$ cat src/hdl/lc3b_defines.svh
`ifndef LC3B_DEFINES_SVH
`define LC3B_DEFINES_SVH

// Data path and instruction width
`define LC3B_WORD_W 16

// General purpose register file
`define LC3B_NUM_REGS 8
`define LC3B_REG_W 3

`endif

$ cat src/hdl/lc3b_types.sv
`default_nettype none

`include "lc3b_defines.svh"

package lc3b_types;

	typedef logic [`LC3B_WORD_W-1:0] lc3b_word;
	typedef logic [`LC3B_REG_W-1:0] lc3b_reg;
	typedef logic [2:0] lc3b_nzp; // n, z, p

	typedef enum logic [3:0] {
		op_br   = 4'b0000,
		op_add  = 4'b0001,
		op_ldb  = 4'b0010,
		op_stb  = 4'b0011,
		op_jsr  = 4'b0100,
		op_and  = 4'b0101,
		op_ldr  = 4'b0110,
		op_str  = 4'b0111,
		op_rti  = 4'b1000,
		op_not  = 4'b1001,
		op_ldi  = 4'b1010,
		op_sti  = 4'b1011,
		op_jmp  = 4'b1100,
		op_shf  = 4'b1101,
		op_lea  = 4'b1110,
		op_trap = 4'b1111
	} lc3b_opcode;

	typedef enum logic [1:0] {
		alu_add,
		alu_and,
		alu_not,
		alu_pass
	} alu_ops;

	typedef struct packed {
		alu_ops aluop;
		logic srcb_imm; // Use sext(imm5) as operand b
		logic load_regfile;
		logic load_cc;
		logic is_branch;
		lc3b_reg dest;
		lc3b_reg src_a; // Source indices kept for forwarding
		lc3b_reg src_b;
	} lc3b_control;

endpackage

`default_nettype wire

$ cat src/hdl/lc3b_pipe_if.sv
`default_nettype none

// Decode to execute
interface id_ex_if;
	import lc3b_types::*;

	logic valid;
	lc3b_word pc;
	lc3b_control ctrl;
	lc3b_word instr;
	lc3b_word srca_val;
	lc3b_word srcb_val;

	modport stage_out (output valid, pc, ctrl, instr, srca_val, srcb_val);
	modport stage_in (input valid, pc, ctrl, instr, srca_val, srcb_val);

endinterface

// Execute to writeback, also the forwarding source
interface ex_wb_if;
	import lc3b_types::*;

	logic valid;
	logic load_regfile;
	lc3b_reg dest;
	lc3b_word data;

	modport stage_out (output valid, load_regfile, dest, data);
	modport stage_in (input valid, load_regfile, dest, data);

endinterface

`default_nettype wire

$ cat src/hdl/regfile.sv
`default_nettype none

`include "lc3b_defines.svh"

module regfile (
	input logic clk,
	input logic reset,
	input logic load,
	input lc3b_types::lc3b_reg dest,
	input lc3b_types::lc3b_word in,
	input lc3b_types::lc3b_reg src_a,
	input lc3b_types::lc3b_reg src_b,
	output lc3b_types::lc3b_word reg_a,
	output lc3b_types::lc3b_word reg_b
);
	import lc3b_types::*;

	lc3b_word data [`LC3B_NUM_REGS];

	always_ff @(posedge clk) begin
		if (reset) begin
			for (int i = 0; i < `LC3B_NUM_REGS; i++)
				data[i] <= '0;
		end else if (load) begin
			data[dest] <= in;
		end
	end

	// Write-through so a read in the write cycle sees the new value
	always_comb begin
		reg_a = (load && (src_a == dest)) ? in : data[src_a];
		reg_b = (load && (src_b == dest)) ? in : data[src_b];
	end

endmodule

`default_nettype wire

$ cat src/hdl/decode.sv
`default_nettype none

module decode (
	input logic clk,
	input logic reset,
	input logic instr_valid,
	input lc3b_types::lc3b_word instr,
	input lc3b_types::lc3b_word pc,
	ex_wb_if.stage_in wb,
	id_ex_if.stage_out id_ex
);
	import lc3b_types::*;

	logic ifid_valid;
	lc3b_word ifid_instr;
	lc3b_word ifid_pc;
	lc3b_opcode opcode;
	lc3b_control ctrl;
	lc3b_word reg_a;
	lc3b_word reg_b;

	// IF/ID
	always_ff @(posedge clk) begin
		if (reset)
			ifid_valid <= 1'b0;
		else
			ifid_valid <= instr_valid;
	end

	always_ff @(posedge clk) begin
		if (instr_valid) begin
			ifid_instr <= instr;
			ifid_pc <= pc;
		end
	end

	assign opcode = lc3b_opcode'(ifid_instr[15:12]);

	always_comb begin
		ctrl.aluop = alu_pass;
		ctrl.srcb_imm = 1'b0;
		ctrl.load_regfile = 1'b0;
		ctrl.load_cc = 1'b0;
		ctrl.is_branch = 1'b0;
		ctrl.dest = ifid_instr[11:9];
		ctrl.src_a = ifid_instr[8:6]; // SR1
		ctrl.src_b = ifid_instr[2:0]; // SR2

		if (ifid_valid) begin
			case (opcode)
				op_add: begin
					ctrl.aluop = alu_add;
					ctrl.srcb_imm = ifid_instr[5];
					ctrl.load_regfile = 1'b1;
					ctrl.load_cc = 1'b1;
				end
				op_and: begin
					ctrl.aluop = alu_and;
					ctrl.srcb_imm = ifid_instr[5];
					ctrl.load_regfile = 1'b1;
					ctrl.load_cc = 1'b1;
				end
				op_not: begin
					ctrl.aluop = alu_not;
					ctrl.load_regfile = 1'b1;
					ctrl.load_cc = 1'b1;
				end
				op_br: ctrl.is_branch = 1'b1;
				default: ; // Anything else goes down as a bubble
			endcase
		end
	end

	regfile u_regfile (
		.clk,
		.reset,
		.load(wb.valid & wb.load_regfile),
		.dest(wb.dest),
		.in(wb.data),
		.src_a(ctrl.src_a),
		.src_b(ctrl.src_b),
		.reg_a,
		.reg_b
	);

	// ID/EX
	always_ff @(posedge clk) begin
		if (reset) begin
			id_ex.valid <= 1'b0;
			id_ex.ctrl <= '0;
		end else begin
			id_ex.valid <= ifid_valid;
			id_ex.ctrl <= ctrl;
		end
	end

	always_ff @(posedge clk) begin
		id_ex.pc <= ifid_pc;
		id_ex.instr <= ifid_instr;
		id_ex.srca_val <= reg_a;
		id_ex.srcb_val <= reg_b;
	end

endmodule

`default_nettype wire

$ cat src/hdl/execute.sv
`default_nettype none

module execute (
	input logic clk,
	input logic reset,
	id_ex_if.stage_in id_ex,
	ex_wb_if.stage_out ex_wb,
	output lc3b_types::lc3b_nzp cc,
	output logic branch_taken,
	output lc3b_types::lc3b_word branch_target
);
	import lc3b_types::*;

	lc3b_word src_a_fwd;
	lc3b_word src_b_fwd;
	lc3b_word imm5_sext;
	lc3b_word operand_b;
	lc3b_word alu_out;
	lc3b_word offset9;
	lc3b_word target;
	lc3b_nzp nzp_next;
	logic taken_next;

	// Result still sitting in EX/WB beats the value read in decode
	assign src_a_fwd = (ex_wb.load_regfile && (ex_wb.dest == id_ex.ctrl.src_a)) ?
		ex_wb.data : id_ex.srca_val;
	assign src_b_fwd = (ex_wb.load_regfile && (ex_wb.dest == id_ex.ctrl.src_b)) ?
		ex_wb.data : id_ex.srcb_val;

	assign imm5_sext = {{11{id_ex.instr[4]}}, id_ex.instr[4:0]};
	assign operand_b = id_ex.ctrl.srcb_imm ? imm5_sext : src_b_fwd;

	always_comb begin
		case (id_ex.ctrl.aluop)
			alu_add: alu_out = src_a_fwd + operand_b;
			alu_and: alu_out = src_a_fwd & operand_b;
			alu_not: alu_out = ~src_a_fwd;
			default: alu_out = src_a_fwd; // alu_pass
		endcase
	end

	always_comb begin
		if (alu_out[15])
			nzp_next = 3'b100;
		else if (alu_out == '0)
			nzp_next = 3'b010;
		else
			nzp_next = 3'b001;
	end

	// Branch target is PC of the next instruction plus offset9 << 1
	assign offset9 = {{6{id_ex.instr[8]}}, id_ex.instr[8:0], 1'b0};
	assign target = id_ex.pc + 16'd2 + offset9;
	assign taken_next = id_ex.valid && id_ex.ctrl.is_branch &&
		(|(id_ex.instr[11:9] & cc));

	// EX/WB
	always_ff @(posedge clk) begin
		if (reset) begin
			ex_wb.valid <= 1'b0;
			ex_wb.load_regfile <= 1'b0;
			cc <= 3'b010; // Z out of reset
			branch_taken <= 1'b0;
		end else begin
			ex_wb.valid <= id_ex.valid;
			ex_wb.load_regfile <= id_ex.valid & id_ex.ctrl.load_regfile;
			if (id_ex.valid && id_ex.ctrl.load_cc)
				cc <= nzp_next;
			branch_taken <= taken_next;
		end
	end

	always_ff @(posedge clk) begin
		ex_wb.dest <= id_ex.ctrl.dest;
		ex_wb.data <= alu_out;
		branch_target <= target;
	end

endmodule

`default_nettype wire

$ cat src/hdl/lc3b_pipe.sv
`default_nettype none

module lc3b_pipe (
	input logic clk,
	input logic reset,
	input logic instr_valid,
	input lc3b_types::lc3b_word instr,
	input lc3b_types::lc3b_word pc,
	output logic wb_valid,
	output logic wb_load,
	output lc3b_types::lc3b_reg wb_dest,
	output lc3b_types::lc3b_word wb_data,
	output lc3b_types::lc3b_nzp cc,
	output logic branch_taken,
	output lc3b_types::lc3b_word branch_target
);

	id_ex_if id_ex ();
	ex_wb_if ex_wb ();

	decode u_decode (
		.clk,
		.reset,
		.instr_valid,
		.instr,
		.pc,
		.wb(ex_wb.stage_in),
		.id_ex(id_ex.stage_out)
	);

	execute u_execute (
		.clk,
		.reset,
		.id_ex(id_ex.stage_in),
		.ex_wb(ex_wb.stage_out),
		.cc,
		.branch_taken,
		.branch_target
	);

	// Writeback bundle goes out as plain ports
	assign wb_valid = ex_wb.valid;
	assign wb_load = ex_wb.load_regfile;
	assign wb_dest = ex_wb.dest;
	assign wb_data = ex_wb.data;

endmodule

`default_nettype wire

$ cat config.mk
export PLATFORM = sky130hd
export DESIGN_NAME = lc3b_pipe
export DESIGN_NICKNAME = d
export VERILOG_FILES = /design/src/hdl/lc3b_types.sv /design/src/hdl/lc3b_pipe_if.sv /design/src/hdl/regfile.sv /design/src/hdl/decode.sv /design/src/hdl/execute.sv /design/src/hdl/lc3b_pipe.sv
export VERILOG_INCLUDE_DIRS = /design/src /design/src/hdl
export SDC_FILE = /design/constraint.sdc
export NUM_CORES = 1
export LEC_CHECK = 0
export BUFFER_PORTS_ARGS = -buffer_cell sky130_fd_sc_hd__buf_4
export CAP_MARGIN = 20
export CORE_MARGIN = 8
export CORE_UTILIZATION = 55
export CTS_CLUSTER_SIZE = 12
export DETAILED_ROUTE_END_ITERATION = 7
export PLACE_DENSITY = 0.77
export SETUP_SLACK_MARGIN = 0.15
export SLEW_MARGIN = 25
export SYNTH_ARGS = -nofsm -noshare
export SYNTH_HDL_FRONTEND = slang
export SYNTH_HIERARCHICAL = 1
export SYNTH_SLANG_ARGS = --single-unit
$ cat constraint.sdc
create_clock -name clk -period 6 [get_ports clk]
set_clock_uncertainty 0.15 [all_clocks]
set_input_delay 0.6 -clock clk [delete_from_list [all_inputs] [get_ports clk]]
set_output_delay 0.6 -clock clk [all_outputs]
set_load 0.02 [all_outputs]
## Word level (Yosys, flattened, before mapping)

Memory sizes are Yosys's and may differ from the RTL's. A register that Yosys moved wholly into a read port is not among the register bits.
Index checks and enable logic that the tools add are counted.

| storage, ports and cells | value |
|---|---|
| bits in writable memories | 128 |
| memories | 1 |
| output and inout port bits | 41 |
| register bits after elaboration | 150 |

Memories:

| memory | depth | bits a word | read ports | clocked after memory_dff | write ports | RTL line | source |
|---|---|---|---|---|---|---|---|
| u_decode.u_regfile.data | 8 | 16 | 2 | 2 | 8 | regfile.sv:18 | `` lc3b_word data [`LC3B_NUM_REGS]; `` |

| cells by class | value |
|---|---|
| equal/unequal tests | 9 |
| add/subtract/negate cells | 3 |
| muxes and demuxes | 23 |
| bitwise operators | 7 |
| reduce and logical (&&, ||, !) cells | 16 |

Operators by type and width:

| operator | count |
|---|---|
| $mux 16 | 6 |
| $pmux 16 s3 | 1 |
| $add 16x16->16 | 2 |
| $add 16x2->16 const B | 1 |
| $and 16x16->16 | 1 |
| $logic_not 16->1 | 1 |
| $not 16->16 | 1 |
| $reduce_or 16->1 | 1 |
| $eq 3x3->1 | 4 |
| $mux 3 | 4 |
| $reduce_or 3->1 | 3 |
| $mux 1 | 8 |
| $logic_and 1x1->1 | 7 |
| $mux 6 | 1 |
| $pmux 2 s3 | 1 |
| $eq 4x1->1 const B | 1 |
| $eq 4x3->1 const B | 1 |
| $eq 4x4->1 const B | 1 |
| $logic_not 4->1 | 1 |
| $mux 2 | 2 |
| $reduce_or 2->1 | 2 |
| $and 3x3->3 | 1 |
| $and 1x1->1 | 2 |
| $eq 2x1->1 const B | 1 |
| 3 further kinds | 4 |

## Depth between registers and ports, before layout

Gate-level depths: netlist of run 1.

| depth | value |
|---|---|
| depth in word-level cells | 9 |
| mapped depth | 18 |
| depth with buffers taken out | 16 |

## By module

The synthesis of run 1 kept the hierarchy.

Modules (own cells, without submodules):

| module | area each (µm²) | instances | sequential area each (µm²) | cells each |
|---|---|---|---|---|
| regfile | 7453.4 | 1 | 3843.7 | 445 |
| execute | 3515.9 | 1 | 820.8 | 409 |
| decode | 2712.6 | 1 | 2562.5 | 138 |

## Worst setup path before layout of run 1

OpenSTA, ideal clock, no wires.

| timing path | value |
|---|---|
| path kind | reg-to-reg |
| start point | reg u_execute.ex_wb.dest[2] |
| end point | reg u_execute.cc[0] |
| slack | 1.379 ns |
| required time | 5.724 ns |
| stages on the path, launching flop included | 18 |
| period minus slack after synthesis | 4.621 ns |
| arrival time | 4.345 ns |
| buffers on the path | 1 |
| cell sequence | dfxtp_1 > xnor2_1 > nand4_1 > clkbuf_1 > mux2i_1 > a21oi_1 > ha_1 > a21o_1 > a21o_1 > a21oi_1 > mux2_2 > o21ai_0 > a21oi_1 > nor3_1 > or4_1 > or4b_1 > nor4_2 > nor3_1 |

| on the way | value |
|---|---|
| word-level cells in the longest chain between the ends | 9 |
| elaborated cells on any way between the ends | 14 |

Ends and longest elaborated chain:

| element | RTL line | source |
|---|---|---|
| start: declaration | lc3b_pipe_if.sv:28 | `modport stage_out (output valid, load_regfile, dest, data);` |
| $eq 3x3->1 | execute.sv:27 | `assign src_b_fwd = (ex_wb.load_regfile && (ex_wb.dest == id_ex.ctrl.src_b)) ?` |
| $logic_and 1x1->1 | execute.sv:27 |  |
| $mux 16 | execute.sv:27 |  |
| $mux 16 | execute.sv:31 | `assign operand_b = id_ex.ctrl.srcb_imm ? imm5_sext : src_b_fwd;` |
| $add 16x16->16 or $and 16x16->16 (tied branches) | execute.sv:35, execute.sv:36 |  |
| $pmux 16 s3 (*) | execute.sv:34 | `case (id_ex.ctrl.aluop)` |
| named net u_execute.alu_out[9] | execute.sv:18 | `lc3b_word alu_out;` |
| $logic_not 16->1 (*) | execute.sv:45 | `else if (alu_out == '0)` |
| $mux 2 (*) | execute.sv:45 |  |
| $mux 3 (*) | execute.sv:43 | `if (alu_out[15])` |
| end signal: assignment | execute.sv:68 | `cc <= nzp_next;` |
| end: declaration | execute.sv:8 | `output lc3b_types::lc3b_nzp cc,` |

The timed path passes the listed nets; every way through them passes the cells marked *.
A chain may end at the register's enable or synchronous reset.

## Final worst setup path of run 1

| timing path | value |
|---|---|
| start point | reg u_execute.ex_wb.dest[1] |
| end point | reg u_execute.cc[0] |

Same word-level chain as after synthesis.

==> results.sh, run 1 <==
export IMPL_worstPathMaxFanout=15
export IMPL_setup_worst_path_start="u_execute/ex_wb.dest[1]$_DFF_P_"
export IMPL_crit_path_cell_trace="xnor2_1 -> nand4_1 -> buf_4 -> mux2i_1 -> o21ai_0 -> ha_1 -> inv_1 -> fa_1 -> xor2_1 -> nor2_1 -> a211oi_1 -> a21oi_1 -> or4_1 -> or4_1 -> or4b_1 -> nor4_2 -> nor3_1"
export IMPL_drt_pre_antenna_iters=5
export IMPL_finalWeightedCongestion=0.868
export IMPL_worst_r2r_endpoint="u_execute/cc[0]$_SDFFE_PP0P_"
export IMPL_critPathLaunchType="flip-flop"
export IMPL_grt_setup_unrepaired="false"
export IMPL_timing_final_hold_violations=0
export IMPL_layout_worst_path_cycle_share_pct=83.2
export IMPL_gr_total_overflow=0
export IMPL_rr_worst_depth=17
export IMPL_final_layout_size_suffix_gt1_share_pct=21.5
export IMPL_slew_viol_final=0
export IMPL_timing_critical_path_arrival_ps=5290
export IMPL_clkSlewWorstSetupHoldPaths_ps=60
export IMPL_cts_buffer_depth=3
export IMPL_cellPowerDensity_mw_per_mm2=321
export IMPL_drt_wirelength_per_cell_um=22.8
export IMPL_maxCapViolCount=0
export IMPL_die_height_um=173
export IMPL_final_area_mm2=0.0154
export IMPL_final_critical_path_time_including_i_o_delays_and_setup_ps=4990
export IMPL_cp_data_required_time_ps=6290
export IMPL_routed_wirelength_mm=32.3
export IMPL_crit_type="flip-flop to flip-flop"
export IMPL_critical_path_endpoint_type="flip-flop"
export IMPL_core_area_mm2=0.0243
export IMPL_hold_buffers=0
export IMPL_maximum_clock_rate_mhz=200
export IMPL_clock_sinks=277
export IMPL_maximum_number_of_pins_on_one_net_before_global_route_repair=36
export IMPL_route_vias_total=8427
export IMPL_worst_skew_pair_late_latency_ps=570
export IMPL_antennaDiodeCount=0
export IMPL_avg_cell_area_syn_um2=13.8
export IMPL_io_pins=76
export IMPL_dp_hpwl_mm=20.7
export IMPL_finalSetupViolations=0
export IMPL_run_status="finished clean"
export IMPL_detail_route_iter0_violations=715
export IMPL_detailed_place_area_mm2=0.0145
export IMPL_floorplan_rows=57
export IMPL_tritoncts="done"
export IMPL_min_path_type="input pin to flip-flop"
export IMPL_yosysWarnings=6
export IMPL_sum_of_negative_setup_slack_ps=0
export IMPL_globalRouteTotalUtil_pct=21.0
export IMPL_port_bufs=75
export IMPL_viasPerCell=5.96
export IMPL_irDropWorstVdd_mv=0.259
export IMPL_syn_nets=1068
export IMPL_clock_root_buffer="clkbuf_16"
export IMPL_grt_antenna_before_repair=0
export IMPL_grt_pass1_vias=8466
export IMPL_drcViolationCount=0
export IMPL_route_antenna_remaining_nets=0
export IMPL_critical_path_reg2reg_startpoint="u_execute/ex_wb.dest[1]$_DFF_P_"
export IMPL_worstSetupEndpoint="u_execute/cc[0]$_SDFFE_PP0P_"
export IMPL_area_delta_synth_final_pct=12.9
export IMPL_post_cts_resized_instances=0
export IMPL_first_pass_grt_wire_length_mm=49.5
export IMPL_max_stage_delay_ps=600
export IMPL_die_area_mm2=0.0300
export IMPL_die_w_um=173
export IMPL_tightest_slew_ps=829
export IMPL_p_leak_nw=6.43
export IMPL_synth_cells=988
export IMPL_timing_slew_headroom_pct=44.5
export IMPL_syn_cell_area_mm2=0.0136
export IMPL_post_cts_setup_buffers=0
export IMPL_nNetsFinal=1147
export IMPL_crit_slowest_cell="dfxtp_1"
export IMPL_num_cts_buffers=29
export IMPL_cts_htree_levels=1
export IMPL_r2r_setup_slack_ps=1010
export IMPL_start_util_pct=55.9
export IMPL_worst_path_most_repeated_cell="or4_1"
==> routing by layer <==
metal | share of wire [%] | GRT usage, % | vias to the layer above
met1 | 43 | 28.5 | 4152
met4 | 2.0 | 5.43 | 0
met3 | 6.9 | 2.77 | 57
met2 | 48 | 35.3 | 335
met5 | 0 | 0 | -
li1 | - | - | 3883
==> worst min path at each step <==
stage	startpoint	endpoint	cells after the start
finish	instr[5]	u_decode/ifid_instr[5]$_DFFE_PP_	1
global route	pc[12]	u_decode/ifid_pc[12]$_DFFE_PP_	1
CTS	instr[5]	u_decode/ifid_instr[5]$_DFFE_PP_	1
detailed placement	u_decode/id_ex.pc[0]$_DFF_P_	u_execute/branch_target[0]$_DFF_P_	0
global placement	u_decode/id_ex.pc[0]$_DFF_P_	u_execute/branch_target[0]$_DFF_P_	0
floorplan	u_decode/id_ex.pc[0]$_DFF_P_	u_execute/branch_target[0]$_DFF_P_	0
==> critical path, delay by kind of cell, from the launching register on <==
family | cells | cell delay, ps
AO/OA/AOI/OAI | 3 | 500
adder cells (fa/ha/maj) | 2 | 720
flip-flops | 1 | 600
XOR/XNOR | 2 | 430
buffers and inverters | 2 | 320
multiplexers | 1 | 150
AND/OR/NAND/NOR | 7 | 1990
==> registers in the layout (all words and copies together), names as in the netlist, 12 cells and up <==
signal	cells
u_decode/u_regfile/data	128
u_decode/ifid_instr	16
u_execute/branch_target	16
u_decode/ifid_pc	16
u_decode/id_ex.instr	12
u_execute/ex_wb.data	16
u_decode/id_ex.srca_val	16
u_decode/id_ex.srcb_val	16
u_decode/id_ex.pc	16
u_decode/id_ex.ctrl	14
==> power breakdown <==
part	internal (mW)	switching (mW)	leakage, nW
Sequential	2.18	0.156	2.62
Combinational	0.431	0.495	3.39
Clock	0.941	0.729	0.426
==> layout make-up <==
cell class | instances | area [um^2]
Tap cell | 324 | 405
Inverter | 24 | 90.1
Multi-Input combinational cell | 639 | 6100
Clock buffer | 47 | 823
Clock inverter | 7 | 55.1
Sequential cell | 277 | 7150
Fill cell | 1816 | 8970
Timing Repair Buffer | 96 | 728
==> layout by cell type (no fill, tap or decap), types with 4 or more instances in the layout <==
cell type  count
or2_2         11
dfxtp_1      117
o21a_1         5
mux2_4        11
o21bai_1       5
mux4_2         4
o211ai_1       4
nor3_1         8
mux2i_1       19
o21ai_0       17
nor2_1        34
clkbuf_16     29
clkbuf_1      15
a21oi_1       37
mux4_1        60
a31oi_1       10
xor2_1        16
nand2_1       26
inv_1         24
mux2_2        68
or3_1          4
and3_1         8
nand3b_1       7
edfxtp_1     160
nand4_1        4
xnor2_1       30
and2_1       135
nor2b_1       16
buf_4         94
ha_1          43
nand2b_1       5
nand3_1        5
a21o_1        10
==> per-stage QoR <==
step           power [mW]  utilization (%)  hold WS (ps)  instances  setup WS (ps)
2_1_floorplan        2.94                -           160        988           1380
5_1_grt              5.11             63.1          42.3       1414            748
4_1_cts              4.94             63.1          41.6       1414           1060
6_report             4.93             63.1          59.5       1414           1010
3_5_place_dp         3.28             59.5           165       1360           1050
3_3_place_gp         3.26             59.4           160       1358           1290
Note: power is estimated with default switching activity, not from simulation.
==> run 2, diff against run 1 <==
--- a/config.mk
+++ b/config.mk
@@ -6,13 +6,14 @@
 export SDC_FILE = /design/constraint.sdc
 export NUM_CORES = 1
 export LEC_CHECK = 0
+export ABC_AREA = 1
 export BUFFER_PORTS_ARGS = -buffer_cell sky130_fd_sc_hd__buf_4
 export CAP_MARGIN = 20
 export CORE_MARGIN = 8
 export CORE_UTILIZATION = 55
 export CTS_CLUSTER_SIZE = 12
 export DETAILED_ROUTE_END_ITERATION = 7
-export PLACE_DENSITY = 0.77
+export PLACE_DENSITY = 0.8
 export SETUP_SLACK_MARGIN = 0.15
 export SLEW_MARGIN = 25
 export SYNTH_ARGS = -nofsm -noshare
==> constraint.sdc (replaced) <==
create_clock -name clk -period 4.5 [get_ports clk]
set_clock_uncertainty 0.15 [all_clocks]
set_input_delay 0.45 -clock clk [delete_from_list [all_inputs] [get_ports clk]]
set_output_delay 0.45 -clock clk [all_outputs]
set_load 0.02 [all_outputs]
==> results.sh, run 2 <==
export IMPL_run_status="complete, but fails checks"
export IMPL_violations="DRC"
export IMPL_tightest_slew_ps=1160
export IMPL_antennaDiodeCount=0
export IMPL_syn_nets=1864
export IMPL_cp_data_required_time_ps=4800
export IMPL_mostFrequentLayoutCell="nand2_1"
export IMPL_io_pins=76
export IMPL_route_vias_total=12578
export IMPL_area_used_by_multi_input_combinational_logic_mm2=0.00579
export IMPL_die_height_um=177
export IMPL_clock_sinks=277
export IMPL_routed_wirelength_mm=41.9
export IMPL_detailed_place_area_mm2=0.0150
export IMPL_worst_skew_pair_late_latency_ps=570
export IMPL_max_flop_register="u_decode/u_regfile/data"
export IMPL_worst_slack_ps=587
export IMPL_avg_cell_area_syn_um2=8.03
export IMPL_finalPower_mw=7.13
export IMPL_globalRouteTotalUtil_pct=26.3
export IMPL_slew_viol_final=0
export IMPL_first_pass_grt_wire_length_mm=65.5
export IMPL_final_critical_path_time_including_i_o_delays_and_setup_ps=3910
export IMPL_maximum_clock_rate_mhz=256
export IMPL_sum_of_negative_setup_slack_ps=0
export IMPL_detail_route_iter0_violations=1784
export IMPL_gr_total_overflow=0
export IMPL_crit_type="flip-flop to flip-flop"
export IMPL_timing_slew_headroom_pct=22.7
export IMPL_timing_final_hold_violations=0
export IMPL_area_sequential_mm2=0.00715
export IMPL_drt_wirelength_per_cell_um=18.9
export IMPL_viasPerCell=5.67
export IMPL_crit_slowest_cell="dfxtp_1"
export IMPL_syn_cell_area_mm2=0.0143
export IMPL_critPathLaunchType="flip-flop"
export IMPL_cts_buffer_depth=3
export IMPL_min_path_type="input pin to flip-flop"
export IMPL_largest_register_ffs=128
export IMPL_maximum_number_of_pins_on_one_net_before_global_route_repair=69
export IMPL_grt_antenna_before_repair=0
export IMPL_grt_pass1_vias=12520
export IMPL_dp_worst_setup_slack_ps=702
export IMPL_timing_critical_path_arrival_ps=4220
export IMPL_nNetsFinal=1938
export IMPL_layout_worst_path_cycle_share_pct=87.0
export IMPL_cellPowerDensity_mw_per_mm2=438
export IMPL_port_bufs=75
export IMPL_die_w_um=177
export IMPL_p_leak_nw=7.75
export IMPL_layout_common_cells="485 x nand2_1, 271 x nand3_1, 250 x inv_1"
export IMPL_finalWeightedCongestion=0.944
export IMPL_area_delta_synth_final_pct=13.8
export IMPL_core_area_mm2=0.0258
export IMPL_maxCapViolCount=0
export IMPL_final_layout_size_suffix_gt1_share_pct=11.5
export IMPL_max_stage_delay_ps=550
export IMPL_die_area_mm2=0.0315
export IMPL_final_core_utilization_pct=63.1
export IMPL_cts_htree_levels=1
export IMPL_route_antenna_remaining_nets=0
export IMPL_num_cts_buffers=30
export IMPL_irDropWorstVdd_mv=0.351
export IMPL_dp_hpwl_mm=26.0
export IMPL_drt_pre_antenna_iters=8
export IMPL_grt_setup_unrepaired="false"
export IMPL_clock_root_buffer="clkbuf_16"
export IMPL_tritoncts="done"
export IMPL_critical_path_endpoint_type="flip-flop"
export IMPL_drcViolationCount=3
export IMPL_yosysWarnings=6
export IMPL_start_util_pct=55.4
export IMPL_clkSlewWorstSetupHoldPaths_ps=60
export IMPL_worst_path_most_repeated_cell="nand2_1"
export IMPL_final_area_mm2=0.0163
export IMPL_finalSetupViolations=0
export IMPL_post_cts_resized_instances=0
export IMPL_synth_cells=1784
export IMPL_n_fill_cell=2131
export IMPL_worstPathMaxFanout=18
export IMPL_floorplan_rows=59
==> run 2: per-stage QoR <==
stage / hold WS [ps] / instances
3_5_place_dp: 164 / 2129
4_1_cts: 33.0 / 2217
3_3_place_gp: 165 / 2129
2_1_floorplan: 160 / 1784
5_1_grt: 57.7 / 2217
6_report: 54.1 / 2217
==> run 2: final cells by class <==
type	instances	area share (%)
Clock buffer	49	5.59
Clock inverter	7	0.422
Inverter	265	6.20
Multi-Input combinational cell	1168	35.5
Sequential cell	277	43.9
Tap cell	335	2.57
Timing Repair Buffer	116	5.84
==> run 2: critical path, delay by kind of cell (launching register included) <==
kind | cells | cell delay (ps)
simple gates | 17 | 1780
buf+inv | 5 | 590
flops | 1 | 550
compound gates | 2 | 450
fa+ha+maj | 1 | 280
==> run 2: worst paths after layout <==
kind	startpoint	end	slack, ps	depth (start not counted)
worst max-delay path	u_execute/ex_wb.dest[1]$_DFF_P_	u_execute/cc[0]$_SDFFE_PP0P_	590	25
worst min-delay path	reset	u_execute/ex_wb.load_regfile$_SDFF_PP0_	50	2
worst max register to register	u_execute/ex_wb.dest[1]$_DFF_P_	u_execute/cc[0]$_SDFFE_PP0P_	590	25
worst min register to register	u_decode/id_ex.pc[0]$_DFF_P_	u_execute/branch_target[0]$_DFF_P_	180	0
==> run 2: power breakdown <==
group | switching, mW | internal [mW] | leakage, nW
sequential | 0.189 | 2.91 | 2.62
combinational | 1.09 | 0.554 | 4.66
clock | 0.998 | 1.39 | 0.474
total | 2.28 | 4.85 | 7.75
==> run 2: per-layer routing <==
layer	GRT usage (%)	wire length [um]	up-vias
met2	44.1	19800	791
met4	11.1	1730	0
met3	5.72	4540	162
li1	-	-	5857
met1	32.2	15800	5768
met5	0	0	-
==> run 2: timing repair <==
action                                  4_1_cts  5_1_grt
endpoints found under the hold margin        32        0
hold buffers                                 32        0
setup buffers                                 0        0
endpoints found under the setup margin        0        0
